File: src/hw/mem_pkg.sv
`default_nettype none

package mem_pkg;

    // data and address width of the core
    localparam int xlen = 32;

    // access size, matches funct3[1:0] of loads and stores
    typedef enum logic [1:0] {
        width_byte = 2'b00,
        width_half = 2'b01,
        width_word = 2'b10
    } mem_width_e;

    // one load or store from the core side
    typedef struct packed {
        logic             is_store;
        mem_width_e       width;
        // fill upper bits from the loaded sign bit
        logic             sign_ext;
        logic [xlen-1:0]  addr;
        logic [xlen-1:0]  wdata;
    } mem_req_t;

    // fetched word with the pc it came from
    typedef struct packed {
        logic [xlen-1:0] inst;
        logic [xlen-1:0] pc;
    } fetch_rsp_t;

    // memory controller owner / direction
    typedef enum logic [1:0] {
        st_idle  = 2'b00,
        st_fetch = 2'b01,
        st_load  = 2'b10,
        st_store = 2'b11
    } ctrl_state_e;

endpackage

`default_nettype wire

File: src/hw/lsu_port.sv
`default_nettype none

module lsu_port (
    input  wire logic                     clk_in,
    input  wire logic                     arst_n,
    // external side
    input  wire logic                     req_strobe,
    input  wire mem_pkg::mem_req_t        req,
    output logic                          req_ready,
    // controller side
    output logic                          lsu_valid,
    output mem_pkg::mem_req_t             lsu_req,
    input  wire logic                     lsu_done,
    input  wire logic [mem_pkg::xlen-1:0] load_data,
    // completions
    output logic                          result_valid,
    output logic      [mem_pkg::xlen-1:0] result,
    output logic                          store_done
);

    import mem_pkg::*;

    // single held request
    mem_req_t held_q;
    logic     valid_q;

    assign req_ready = !valid_q;
    assign lsu_valid = valid_q;
    assign lsu_req   = held_q;

    // route the done pulse by access kind
    assign result_valid = lsu_done && !held_q.is_store;
    assign store_done   = lsu_done && held_q.is_store;
    assign result       = load_data;

    always_ff @(posedge clk_in or negedge arst_n) begin
        if (!arst_n) begin
            valid_q <= 1'b0;
        end else if (lsu_done) begin
            valid_q <= 1'b0;
        end else if (req_strobe && req_ready) begin
            valid_q <= 1'b1;
        end
    end

    // payload only captured when empty
    always_ff @(posedge clk_in) begin
        if (req_strobe && req_ready) begin
            held_q <= req;
        end
    end

endmodule

`default_nettype wire

File: config.mk
export PLATFORM = sky130hd
export DESIGN_NAME = lsu_port
export DESIGN_NICKNAME = d
export VERILOG_FILES = /design/src/hw/mem_pkg.sv /design/src/hw/lsu_port.sv
export SDC_FILE = /design/constraint.sdc
export NUM_CORES = 1
export LEC_CHECK = 0
export BUFFER_PORTS_ARGS = -buffer_cell sky130_fd_sc_hd__buf_2
export CAP_MARGIN = 20
export CORE_AREA = 4 4 82 84
export DETAILED_ROUTE_END_ITERATION = 7
export DIE_AREA = 0 0 86 88
export MAX_ROUTING_LAYER = met4
export PLACE_DENSITY = 0.85
export SYNTH_ARGS = -nofsm -noshare
export SYNTH_HDL_FRONTEND = slang
export SYNTH_SLANG_ARGS = --single-unit
File: constraint.sdc
create_clock -name clk_in -period 7.9 [get_ports clk_in]
set_input_delay 0.79 -clock clk_in [delete_from_list [all_inputs] [get_ports clk_in]]
set_output_delay 0.79 -clock clk_in [all_outputs]
set_load 0.02 [all_outputs]
==> metrics <==
PwrDens=250.4 nW/um^2; pre-CTS setup slack=5.825 ns; top-count cell post-synth=edfxtp_1; H-tree depth=3; combinational share of power=0.094; CTS sink count=69; Hold Fails Final Rpt=0; largest net degree at the start of global routing=69; Die X=86 um; max_cap viols=0; Residual DRC=0; Clk pwr share=0.354; Clock Latency Late Sink=0.32 ns; EDFF count, synth=68; Yosys warning total=0; slew at the pin closest to its max-slew limit=0.8307 ns; crit path max fanout=3; Cell Chain, Critical Path=buf_2 > and2b_2 > buf_2; slowest stage cell on the critical path=and2b_2; Final Cycle Share=0.2562; starting density of the core=0.3958; die area=7568 sq um; hold_buf cts=0; CTS tree=built; Post-layout nets=333; Hold WC Path Type=in -> async; global-route wire length before repair=7.610 mm; Max Slew Vio Count=0; Area Growth Syn to Fin=33.32%; synthesized flop and latch total=69; Placer Congestion=0.7680; synthesized area=2343 sq um; Worst EP required=7.11 ns; I/O Pins=208; Total GRT Usage=0.1468; Worst path most repeated cell=buf_2; total negative slack=0 ns; final instance area=3124 sq um; status=finished clean; Die Ht=88 um; Clock Path Buffers=2; RSZ-0062 raised after global routing=no; via count=1,350; sw frac=0.2332; Rel. slew slack=0.4462; number of vias per cell=4.369; TritonCTS Buffers=9; Site Rows=28; initial drt markers=28; Synth top area share=0.8713; Slowest Stage Delay on Critical Path=0.18 ns; area of the core=5921 sq um; Arr. time, crit path=1.23 ns; Total Wirelength=5.307 mm; GRT Residual Overflow=0; Post-CTS Resized=0; synth unique cells=8; Diodes inserted=0; setup repair bufs after CTS=0; syn nets=210; maximum vdd drop=0.1357 mV; vias in the first global route=1,407; Sequential Power Share=0.552; Static Leak=1.355 nW; FMAX=494.0 MHz; CP Launch Type=input pin; top_reg_cell synth=edfxtp_1; syn avg cell area=22.11 sq um; Clock Skew=0.007848 ns; First-pass DRT Iterations=4; Synth area leader=edfxtp_1; initial antenna violation count=0; Critical Path End Type=output pin; share of cells above drive strength 1=0.6923; clock transition at the registers of the reported paths=0.07 ns; min cycle time layout=2.024 ns; final setup margin=5.876 ns; Seq/Total Area, Yosys=0.8820; Cell Int Power=0.0005998 W; cell count after synthesis=106; CP Class=in -> out; final setup vio count=0; Placed Area=2928 sq um; DR WL/cell=17.17 um; ranking of synthesized cells by area=edfxtp_1 (87%), buf_4 (10%), dfrtp_1 (1.1%); Root Driver=clkbuf_8; antenna viol nets, final=0; NetSw=0.0001824 W; top cells by count, synth=edfxtp_1 (68), buf_4 (32); ys async rst share=0.01449; port buffer count=143; fin util=0.5277
-- worst paths after layout --
path                                 from           end  slack [ns]  cells past startpoint
max in group asynchronous          arst_n     lsu_valid        7.59                      1
worst max-delay path             lsu_done  result_valid        5.88                      3
worst min register to register  lsu_valid     lsu_valid        0.64                      1
worst max register to register  lsu_valid    lsu_req[7]        6.28                      2
min in group clk_in               req[48]   lsu_req[48]        0.63                      1
worst min-delay path               arst_n     lsu_valid        0.22                      1
-- placed cells by master, fill, tap and decap left out --
master      Yosys  layout
buf_2           0     143
edfxtp_1       68      68
clkbuf_8        0       9
inv_6           0       2
and2b_2         1       1
and2_2          1       1
nor2b_4         0       1
inv_1           1       1
o21ba_1         1       1
clkinv_2        0       1
clkinvlp_4      0       1
clkinv_1        0       1
bufinv_16       0       1
clkinv_4        0       1
dfrtp_1         1       1
buf_4          32       1
-- cell type report --
cell class,count,area (sq um)
clock inverters,7,72.57
multi-input cells,4,40.04
inverters,1,3.754
flip-flops and latches,69,2067
fillers,510,2796
clock buffers,9,123.9
repair buffers,144,723.2
well taps,75,93.84
-- power by group through the flow --
stage | Clock (W) | Sequential (W) | Combinational (W)
after floorplan | 0 | 0.000467 | 0.0000323
after global placement | 0 | 0.000439 | 0.0000728
after detailed placement | 0 | 0.000440 | 0.0000748
after CTS | 0.000285 | 0.000432 | 0.0000749
after global routing | 0.000306 | 0.000433 | 0.0000783
final | 0.000277 | 0.000431 | 0.0000736
-- metal layers --
metal	global-route usage	up-vias	wire length (um)
met3	0.06585	26	523
met5	-	-	0
li1	-	604	-
met4	0.08777	0	170
met1	0.1360	625	1782
met2	0.2481	95	2830
-- critical path: cells and delay by family --
| family | cells | cell delay [ns] |
|---|---|---|
| buf+inv | 2 | 0.26 |
| simple gates | 1 | 0.18 |
-- cell families after synthesis --
logic type             Yosys count  share of synthesized area
AOI/OAI and AO/OA                1                   0.004271
buffers and inverters           33                     0.1041
DFF                             69                     0.8820
and+or+nand+nor                  3                   0.009614
-- registers in the layout, indices dropped and copies added, names as in the netlist --
name and count:
lsu_req 68, lsu_valid 1
-- stage by stage --
stage	std cells	total power (W)	hold slack, ns
final	309	0.0007822	0.2246
after global routing	309	0.0008177	0.1938
after CTS	309	0.0007921	0.2033
after detailed placement	293	0.0005146	0.5664
after global placement	293	0.0005119	0.5657
after floorplan	106	0.0004996	0.4944
(Power assumes the default switching activity.)
