File: config.mk
export PLATFORM = sky130hd
export DESIGN_NAME = inst_fetch
export DESIGN_NICKNAME = d
export VERILOG_FILES = /design/src/hw/mem_pkg.sv /design/src/hw/inst_fetch.sv
export SDC_FILE = /design/constraint.sdc
export NUM_CORES = 1
export LEC_CHECK = 0
export BUFFER_PORTS_ARGS = -buffer_cell sky130_fd_sc_hd__buf_2
export CORE_ASPECT_RATIO = 1.5
export CORE_MARGIN = 4
export CORE_UTILIZATION = 39
export CTS_CLUSTER_DIAMETER = 60
export CTS_CLUSTER_SIZE = 20
export DETAILED_ROUTE_END_ITERATION = 7
export PLACE_DENSITY = 0.82
export SKIP_LAST_GASP = 1
export SYNTH_ARGS = -nofsm -noshare
export SYNTH_HDL_FRONTEND = slang
export SYNTH_SLANG_ARGS = --single-unit
export TNS_END_PERCENT = 30
File: constraint.sdc
create_clock -name clk_in -period 1.96 [get_ports clk_in]
set_input_delay 0.588 -clock clk_in [delete_from_list [all_inputs] [get_ports clk_in]]
set_output_delay 0.588 -clock clk_in [all_outputs]
set_load 0.05 [all_outputs]
File: src/hw/mem_pkg.sv
`default_nettype none

package mem_pkg;

    // data and address width of the core
    localparam int xlen = 32;

    // access size, matches funct3[1:0] of loads and stores
    typedef enum logic [1:0] {
        width_byte = 2'b00,
        width_half = 2'b01,
        width_word = 2'b10
    } mem_width_e;

    // one load or store from the core side
    typedef struct packed {
        logic             is_store;
        mem_width_e       width;
        // fill upper bits from the loaded sign bit
        logic             sign_ext;
        logic [xlen-1:0]  addr;
        logic [xlen-1:0]  wdata;
    } mem_req_t;

    // fetched word with the pc it came from
    typedef struct packed {
        logic [xlen-1:0] inst;
        logic [xlen-1:0] pc;
    } fetch_rsp_t;

    // memory controller owner / direction
    typedef enum logic [1:0] {
        st_idle  = 2'b00,
        st_fetch = 2'b01,
        st_load  = 2'b10,
        st_store = 2'b11
    } ctrl_state_e;

endpackage

`default_nettype wire

File: src/hw/inst_fetch.sv
`default_nettype none

module inst_fetch #(
    parameter logic [mem_pkg::xlen-1:0] reset_pc = '0
) (
    input  wire logic                     clk_in,
    input  wire logic                     arst_n,
    input  wire logic                     run,
    input  wire logic                     flush,
    input  wire logic [mem_pkg::xlen-1:0] redirect_pc,
    output logic                          fetch_req,
    output logic      [mem_pkg::xlen-1:0] fetch_pc,
    input  wire logic                     fetch_done,
    input  wire mem_pkg::fetch_rsp_t      fetch_rsp,
    output logic                          inst_valid,
    output logic      [mem_pkg::xlen-1:0] inst,
    output logic      [mem_pkg::xlen-1:0] inst_pc
);

    import mem_pkg::*;

    logic [xlen-1:0] pc_q;
    // gap cycle after each delivered word
    logic            hold_q;

    assign fetch_pc  = pc_q;
    assign fetch_req = run && !hold_q;

    // word finishing in a flush cycle belongs to the old path
    assign inst_valid = fetch_done && !flush;
    assign inst       = fetch_rsp.inst;
    assign inst_pc    = fetch_rsp.pc;

    always_ff @(posedge clk_in or negedge arst_n) begin
        if (!arst_n) begin
            pc_q   <= reset_pc;
            hold_q <= 1'b0;
        end else if (flush) begin
            // redirect, fetch again right away
            pc_q   <= redirect_pc;
            hold_q <= 1'b0;
        end else if (fetch_done) begin
            pc_q   <= pc_q + xlen'(4);
            hold_q <= 1'b1;
        end else begin
            hold_q <= 1'b0;
        end
    end

endmodule

`default_nettype wire

==> flow_summary.json <==
{
  "outcome": "completed",
  "grt_pass1_vias": 1975,
  "track_usage_pct": 17.1,
  "required_ns": 1.37,
  "timing.hold.ws_ns": 0.219,
  "critPathKind": "primary input to primary output",
  "cts_resized": 0,
  "endpoint_kind": "primary output",
  "wl_mm": 6.21,
  "drtIter0Drc": 61,
  "placementRows": 34,
  "drv_cap": 0,
  "grt_setup_unrepaired": "no",
  "pin_count": 199,
  "htreeDepth": 2,
  "synthArstFlopShare_pct": 100,
  "synth_warnings": 0,
  "port_buffers": 70,
  "cts_tree": "done",
  "hp-class": "primary input to asynchronous set/reset pin",
  "dp_hpwl_mm": 4.95,
  "intPower_uw": 1180,
  "ys_types": 35,
  "irDropWorstVdd_uv": 402,
  "die_x_um": 71.6,
  "grt_antenna_before_repair": 0,
  "core_area_sq_mm": 0.00583,
  "maxSlewHeadroom_pct": 72.7,
  "wl_per_cell_um": 17.6,
  "pwr-share-clk_pct": 27.6,
  "arrival_ns": 1.24,
  "comb_power_share_pct": 29.2,
  "synthesis.nets": 369,
  "cts_setup_buffers": 0,
  "sw_frac_of_total_pct": 37.6,
  "finalHoldViolations": 0,
  "avgSynthCellArea_sq_um": 8.85,
  "fmax_ghz": 0.548,
  "dominantRegCellSynth": "dfrtp_1",
  "power_density_mw_per_mm2": 769,
  "min_period_ns": 1.83,
  "grt_pass1_wl_mm": 9.57,
  "period_share_pct": 93.1,
  "final_max_slew_viol_count": 0,
  "num_vias": 1958,
  "dieArea_sq_mm": 0.00740,
  "placed_cells": 346,
  "diodes": 0,
  "cts_made_buffers": 5,
  "grt_overflow_total": 0,
  "cts_buffer_depth": 2,
  "worst-path-max-fanout": 5,
  "synth_cells": 267,
  "fp.dieH_um": 103,
  "cts_sinks": 33,
  "ys_seq_elements": 33,
  "final_antenna_net_count": 0,
  "drive_above_1_share_pct": 35.2,
  "fin_skew_ns": 0.00534,
  "setup_viol": 0,
  "area_growth_pct": 4.13,
  "fin_nets": 383,
  "cp-start-kind": "primary input",
  "net-switching-power_uw": 712,
  "final_util_pct": 42.2,
  "initial_core_util_pct": 40.6,
  "p_leak_uw": 0.00107,
  "path_clk_slew_ns": 0.06,
  "setup_tns_ns": 0,
  "syn-cell-area_sq_mm": 0.00236,
  "tightest_slew_ns": 0.409,
  "synth_edf_count": 0,
  "yosysSeqAreaShare_pct": 34.9,
  "grt_start_max_net_pins": 30,
  "stdcell_count": 353,
  "drc": 0,
  "postCtsHoldBufs": 0,
  "place_congestion": 0.807,
  "drt-pass1-iter-count": 6,
  "p_seq_share_pct": 43.2,
  "clk_latency_ns": 0.29,
  "vias_per_cell": 5.55,
  "cts_root_buf": "clkbuf_8"
}
[registers in the layout (all words and copies together) (netlist names)]
| signal | cells |
|---|---|
| hold_q | 1 |
| fetch_pc | 32 |
[worst paths after layout]
| check | startpoint | end | slack (ns) | depth (start not counted) |
|---|---|---|---|---|
| hold / removal | arst_n | fetch_pc[24]$_DFFE_PN0N_ | 0.22 | 1 |
| max in group asynchronous | arst_n | fetch_pc[29]$_DFFE_PN0N_ | 1.30 | 2 |
| hold reg to reg | fetch_pc[0]$_DFFE_PN0P_ | fetch_pc[0]$_DFFE_PN0P_ | 0.51 | 1 |
| setup / recovery | fetch_done | inst_valid | 0.13 | 4 |
| min in group clk_in | redirect_pc[14] | fetch_pc[14]$_DFFE_PN0N_ | 0.50 | 3 |
| setup reg to reg | fetch_pc[14]$_DFFE_PN0N_ | fetch_pc[25]$_DFFE_PN0N_ | 0.13 | 4 |
[layer usage]
layer	wire length [um]	vias to the layer above	global-route usage, %
met5	0	-	0
met3	455	48	4.16
met4	473	0	15.8
li1	-	910	-
met2	3080	102	29.0
met1	2200	898	17.0
[final cells by class]
type | instances | area [sq um]
Fill cell | 578 | 3370
Multi-Input combinational cell | 155 | 983
Timing Repair Buffer | 84 | 468
Inverter | 2 | 7.51
Clock buffer | 7 | 86.3
Sequential cell | 33 | 826
Tap cell | 72 | 90.1
[stage by stage]
step | cell area, sq um | power (uW) | setup slack, ns
4_1_cts | 2460 | 1920 | 0.129
2_1_floorplan | 2370 | 1550 | -0.0777
3_3_place_gp | 2370 | 1380 | 0.0667
5_1_grt | 2460 | 1980 | 0.0347
3_5_place_dp | 2370 | 1390 | 0.0288
6_report | 2460 | 1890 | 0.135
[cells in the mapped netlist (2+ instances only)]
library cell,n,area share (%)
and2_1,3,0.79
buf_2,4,0.85
nand2b_1,2,0.53
o31ai_1,8,2.5
or4_1,12,3.8
nand2_1,26,4.1
nand3_1,9,1.9
dfrtp_1,33,35
or3_1,2,0.53
xor2_1,9,3.3
and4_1,2,0.74
o31a_1,3,1.1
o211ai_1,4,1.3
clkbuf_1,6,0.95
and3_1,6,1.6
mux2_2,2,0.95
nor2b_1,2,0.53
nand3_4,2,1.5
inv_1,2,0.32
nor2_1,10,1.6
buf_4,66,21
a31oi_1,10,2.6
xnor2_1,4,1.5
o21ai_0,16,3.4
nand4_1,12,3.2
nor4_1,3,0.79
[power by group through the flow]
stage / sequential [uW] / clock, uW / combinational (uW)
final: 818 / 522 / 552
after global routing: 829 / 557 / 591
after CTS: 818 / 537 / 560
after detailed placement: 831 / 0 / 559
after global placement: 827 / 0 / 552
after floorplan: 1040 / 0 / 506
[layout by cell type, fill, tap and decap left out, types with 6 or more instances in the layout]
cell       n
nor2_1    10
and3_1     6
o21ai_0   16
xor2_1     9
nand3_1    9
or4_1     12
o31ai_1    8
buf_2     70
dfrtp_1   33
a31oi_1   10
nand2_1   26
nand4_1   12
buf_4     13
clkbuf_8   6
[critical path: stages]
cell     delay (ns)
buf_2          0.09
buf_4          0.13
nor2b_2        0.15
buf_2          0.27
[kinds of logic after synthesis]
family	after synthesis	synth area share, %
buffers and inverters	79	23.6
AOI/OAI and AO/OA	42	11.3
muxes	3	1.38
adders and majority gates	1	0.529
xor gates and xnor gates	13	4.82
DFF	33	34.9
and+or+nand+nor	96	23.5
No activity file was read; power rests on OpenSTA's default activity.
