<file path="src/hw/mem_pkg.sv">
`default_nettype none

package mem_pkg;

    // data and address width of the core
    localparam int xlen = 32;

    // access size, matches funct3[1:0] of loads and stores
    typedef enum logic [1:0] {
        width_byte = 2'b00,
        width_half = 2'b01,
        width_word = 2'b10
    } mem_width_e;

    // one load or store from the core side
    typedef struct packed {
        logic             is_store;
        mem_width_e       width;
        // fill upper bits from the loaded sign bit
        logic             sign_ext;
        logic [xlen-1:0]  addr;
        logic [xlen-1:0]  wdata;
    } mem_req_t;

    // fetched word with the pc it came from
    typedef struct packed {
        logic [xlen-1:0] inst;
        logic [xlen-1:0] pc;
    } fetch_rsp_t;

    // memory controller owner / direction
    typedef enum logic [1:0] {
        st_idle  = 2'b00,
        st_fetch = 2'b01,
        st_load  = 2'b10,
        st_store = 2'b11
    } ctrl_state_e;

endpackage

`default_nettype wire

</file>
<file path="src/hw/mem_ctrl.sv">
`default_nettype none

module mem_ctrl (
    input  wire logic                        clk_in,
    input  wire logic                        arst_n,
    input  wire logic                        flush,
    // load/store client
    input  wire logic                        lsu_valid,
    input  wire mem_pkg::mem_req_t           lsu_req,
    output logic                             lsu_done,
    output logic      [mem_pkg::xlen-1:0]    load_data,
    // fetch client
    input  wire logic                        fetch_req,
    input  wire logic [mem_pkg::xlen-1:0]    fetch_pc,
    output logic                             fetch_done,
    output mem_pkg::fetch_rsp_t              fetch_rsp,
    // byte ram
    output logic      [mem_pkg::xlen-1:0]    mem_a,
    output logic                             mem_wr,
    output logic      [7:0]                  mem_dout,
    input  wire logic [7:0]                  mem_din
);

    import mem_pkg::*;

    ctrl_state_e state;
    // request being worked on, fetches are stored as word loads
    mem_req_t    cur;
    // byte index of the cycle, 1 right after accept
    logic [2:0]  cnt;
    // bytes 0..2 collected so far, byte 3 comes straight from the ram
    logic [23:0] asm_q;
    logic [2:0]  nbytes;
    logic        last;
    logic        accept_lsu;
    logic        accept_fetch;
    logic        fill;

    function automatic logic [2:0] width_bytes(input mem_width_e w);
        case (w)
            width_byte: return 3'd1;
            width_half: return 3'd2;
            default:    return 3'd4;
        endcase
    endfunction

    assign nbytes = width_bytes(cur.width);

    // lsu wins over fetch
    assign accept_lsu   = (state == st_idle) && lsu_valid;
    // no new fetch in a flush cycle, its pc is stale
    assign accept_fetch = (state == st_idle) && !lsu_valid && fetch_req && !flush;

    // final byte is on mem_din
    assign last = (state != st_idle) && (cnt == nbytes);

    // byte address
    always_comb begin
        if (state == st_idle) begin
            // byte 0 goes out in the accept cycle
            mem_a = lsu_valid ? lsu_req.addr : fetch_pc;
        end else begin
            mem_a = cur.addr + xlen'(cnt);
        end
    end

    // write enable and store byte
    always_comb begin
        if (state == st_idle) begin
            mem_wr   = accept_lsu && lsu_req.is_store;
            mem_dout = lsu_req.wdata[7:0];
        end else begin
            mem_wr   = (state == st_store) && (cnt < nbytes);
            // little endian, byte i of the word at addr+i
            mem_dout = cur.wdata[{cnt[1:0], 3'b000} +: 8];
        end
    end

    // final load value, built with the byte arriving now
    always_comb begin
        fill = cur.sign_ext && mem_din[7];
        case (cur.width)
            width_byte: load_data = {{24{fill}}, mem_din};
            width_half: load_data = {{16{fill}}, mem_din, asm_q[7:0]};
            default:    load_data = {mem_din, asm_q};
        endcase
    end

    assign fetch_rsp.inst = {mem_din, asm_q};
    assign fetch_rsp.pc   = cur.addr;

    assign lsu_done   = last && ((state == st_load) || (state == st_store));
    assign fetch_done = last && (state == st_fetch);

    // state and byte counter
    always_ff @(posedge clk_in or negedge arst_n) begin
        if (!arst_n) begin
            state <= st_idle;
            cnt   <= 3'd0;
        end else begin
            case (state)
                st_idle: begin
                    if (accept_lsu) begin
                        state <= lsu_req.is_store ? st_store : st_load;
                        cnt   <= 3'd1;
                    end else if (accept_fetch) begin
                        state <= st_fetch;
                        cnt   <= 3'd1;
                    end
                end
                st_fetch: begin
                    // flush drops the fetch, no done pulse
                    if (flush || last) begin
                        state <= st_idle;
                    end else begin
                        cnt <= cnt + 3'd1;
                    end
                end
                default: begin
                    // loads and stores always finish
                    if (last) begin
                        state <= st_idle;
                    end else begin
                        cnt <= cnt + 3'd1;
                    end
                end
            endcase
        end
    end

    // request latch and byte assembly
    always_ff @(posedge clk_in) begin
        if (accept_lsu) begin
            cur <= lsu_req;
        end else if (accept_fetch) begin
            cur.is_store <= 1'b0;
            cur.width    <= width_word;
            cur.sign_ext <= 1'b0;
            cur.addr     <= fetch_pc;
            cur.wdata    <= '0;
        end
        if (state != st_idle) begin
            // mem_din holds byte cnt-1
            case (cnt)
                3'd1:    asm_q[7:0]   <= mem_din;
                3'd2:    asm_q[15:8]  <= mem_din;
                3'd3:    asm_q[23:16] <= mem_din;
                default: ;
            endcase
        end
    end

endmodule

`default_nettype wire

</file>
<file path="config.mk">
export PLATFORM = sky130hd
export DESIGN_NAME = mem_ctrl
export DESIGN_NICKNAME = d
export VERILOG_FILES = /design/src/hw/mem_pkg.sv /design/src/hw/mem_ctrl.sv
export SDC_FILE = /design/constraint.sdc
export NUM_CORES = 1
export LEC_CHECK = 0
export BUFFER_PORTS_ARGS = -buffer_cell sky130_fd_sc_hd__clkbuf_2
export CAP_MARGIN = 0
export CELL_PAD_IN_SITES_DETAIL_PLACEMENT = 1
export CELL_PAD_IN_SITES_GLOBAL_PLACEMENT = 2
export CORE_UTILIZATION = 26
export CTS_CLUSTER_DIAMETER = 60
export DETAILED_ROUTE_END_ITERATION = 8
export MAX_ROUTING_LAYER = met4
export PLACE_DENSITY_LB_ADDON = 0.1
export SETUP_SLACK_MARGIN = 0.2
export SYNTH_ARGS = -nofsm -noshare
export SYNTH_HDL_FRONTEND = slang
export SYNTH_SLANG_ARGS = --single-unit
</file>
<file path="constraint.sdc">
create_clock -name clk_in -period 2.8 [get_ports clk_in]
set_clock_uncertainty 0.15 [all_clocks]
set_input_delay 0.7 -clock clk_in [delete_from_list [all_inputs] [get_ports clk_in]]
set_output_delay 0.7 -clock clk_in [all_outputs]
set_load 0.05 [all_outputs]
</file>
==> summary.md <==
| Metric | Value |
|---|---|
| Status | finished with violations |
| Violated checks | setup timing |
| Via density | 4.789 |
| Final min period | 3.542 ns |
| Syn nets | 707 |
| Tot GR Track Use | 18.53% |
| Commonest non-fill, non-tap cell in the layout | clkbuf_2 |
| Area Growth Syn to Fin | 69.27% |
| Grt met2 use | 29.64% |
| Die height | 155.5 µm |
| Total Power | 12.79 mW |
| Vias | 5,747 |
| Cells after DPL | 1,152 |
| Area of the mapped netlist | 0.006127 mm² |
| Clk root buf | clkbuf_16 |
| Drt drc | 0 |
| CTS tree | done |
| Most frequent cells in the layout | clkbuf_2, edfxtp_1, buf_4 |
| Global route overflow | 0 |
| Leakage Power | 4.363 nW |
| Max Slew Vio Count | 0 |
| Gate count of the mapped netlist | 583 |
| Routed WL | 22,410 µm |
| I/O Buffers | 251 |
| CP Launch Type | register |
| Met1 usage | 24.45% |
| Fin nets | 1,006 |
| Synthesized area per cell | 10.51 µm² |
| Share of layout cells above drive strength 1 | 62.57% |
| Hold_buf cts | 0 |
| Fmax | 282.4 MHz |
| Fin. Hold Viols | 0 |
| Crit. End Element | output port |
| Syn. warnings | 0 |
| Hold Crit Class | in -> async |
| Pre-CTS setup slack | -0.4060 ns |
| Worst Max-Slew Pin Slew | 0.6839 ns |
| Detailed Place HPWL | 16,170 µm |
| Finished Core Util | 45.39% |
| # Max-Cap Violations | 0 |
| Initial DRC Count | 225 |
| DRT antenna net count | 0 |
| Final setup vio count | 38 |
| Post-synth ARST share | 5.208% |
| Fin cells | 1,200 |
| Core Region | 0.02285 mm² |
| VDD IR-drop max | 0.8436 mV |
| N_diodes | 0 |
| Total die area | 0.02418 mm² |
| Clk sinks | 96 |
| Initial antenna violation count | 0 |
| CTS Buffer Depth | 2 |
| CP Data Required Time | 1.95 ns |
| Final Cycle Share | 126.5% |
| Post-synth cell types | 43 |
| H-tree depth | 3 |
| RD Place Congestion | 0.7864 |
| Inserted Clock Buffers | 9 |
| R2R Path Start | cnt[0] |
| Sequential area share after synthesis | 46.64% |
| Routed len/inst | 18.67 µm |
| Prevailing post-synth register cell | edfxtp_1 |
| Critical path class | reg -> out |
| Final setup margin | -0.7415 ns |
| Starting Density | 26.82% |
| Proportion of netlist area held by the largest area contributor | 44.60% |
| Crit path DAT | 2.69 ns |
| Synth area leaders | edfxtp_1, mux2_2, buf_4, nand2_1, and3_1 |
| GR Util met3 | 2.786% |
| TritonRoute pass-1 iters | 4 |
| Crit-path max FO | 5 |
| RSZ-0062 raised after global routing | true |
| Largest net degree at the start of global routing | 55 |
| #FFs+latches synth | 96 |
| Worst hold margin | 0.01807 ns |
| Number of synthesized flops with an enable pin | 91 |
| Crit path launch | fetch_rsp[2] |
| FP Rows | 55 |
| Busiest grt layer | met2 |
| Slew headroom | 53.93% |
| Worst skew pair latency | 0.35 ns |
| Cell Pwr Density | 1233 mW/mm² |
| Number of global-route vias before repair | 5,898 |
| First-pass GRT wire length | 33,400 µm |
| Area leader, netlist | edfxtp_1 |
| Die X | 155.5 µm |
| Clock Pin Slew Worst Setup and Hold Paths | 0.07 ns |
| IO Pins | 252 |
## per-layer routing
metal | vias to the layer above | part of all wire, %
li1 | 2754 | -
met1 | 2823 | 47
met4 | 0 | 1.0
met5 | - | 0
met3 | 11 | 4.0
met2 | 159 | 48
## what timing repair did
item / in CTS / in global routing
setup endpoints to repair: 53 / 59
setup buffers: 4 / 25
gates cloned: 1 / 2
resized for setup: 95 / 179
pin swaps: 10 / 43
## logic make-up after synthesis
kind of cell	Yosys count	share of synthesized area, %
and+or+nand+nor	208	18.32
AOI/OAI and AO/OA	111	11.84
muxes	54	11.29
buffers and inverters	94	8.250
xor gates and xnor gates	9	1.286
adders and majority gates	11	2.369
DFF	96	46.64
## report_power, final
part           total [mW]  switching, mW  internal, mW
Sequential           2.41          0.257          2.15
Combinational        9.13           5.54          3.60
Clock                1.24          0.619         0.625
## sequential cells by signal, summed over array words and instances, names as in the netlist
signal / count
state: 2
asm_q: 24
fetch_rsp: 32
cur: 35
cnt: 3
## worst paths after layout
path,cells after the start,endpoint,slack (ns)
worst min-delay path,1,state[1],0.02
worst max-delay path,10,mem_a[12],-0.74
min in group clk_in,2,cur[66],0.46
worst max register to register,9,cnt[1],0.67
max in group asynchronous,1,cnt[1],2.30
worst min register to register,2,cnt[1],0.58
## final cells by class
cell class,instances,area [µm²]
clock buffer,9,225.2
inverter,13,57.56
tap,313,391.6
sequential,96,2859
clock inverter,7,61.31
multi-input combinational,393,3792
fill,2527,12480
timing repair buffer,369,2984
## metrics by stage
step | cell area, µm² | TNS, ns
4_1_cts | 9518 | -15.21
3_3_place_gp | 8766 | -5.330
2_1_floorplan | 6691 | -3.492
6_report | 10370 | -16.53
3_5_place_dp | 8766 | -6.671
5_1_grt | 10370 | -19.67
## worst max-delay path, cell delays in order, from the launching register on
cell,delay [ns]
edfxtp_1,0.45
ha_4,0.31
buf_6,0.09
a21o_1,0.14
nand4_1,0.18
buf_4,0.22
clkbuf_16,0.16
buf_6,0.12
or3_4,0.33
a31oi_4,0.17
buf_8,0.17
## cells in the mapped netlist (4+ instances only)
cell type / instances
a211oi_1: 28
nand3_1: 8
or3_1: 6
mux2i_1: 5
nor2_1: 9
a21oi_1: 19
xnor2_1: 4
a31oi_1: 20
o21ai_0: 17
clkbuf_1: 39
nor2b_1: 31
mux4_2: 8
and3_1: 39
buf_4: 40
and4_1: 4
edfxtp_1: 91
or4_1: 14
xor2_1: 5
ha_1: 10
dfrtp_1: 5
o31ai_1: 12
nand4_1: 8
mux2_2: 41
inv_1: 13
nand2_1: 76
No activity file was read; power rests on OpenSTA's default activity.
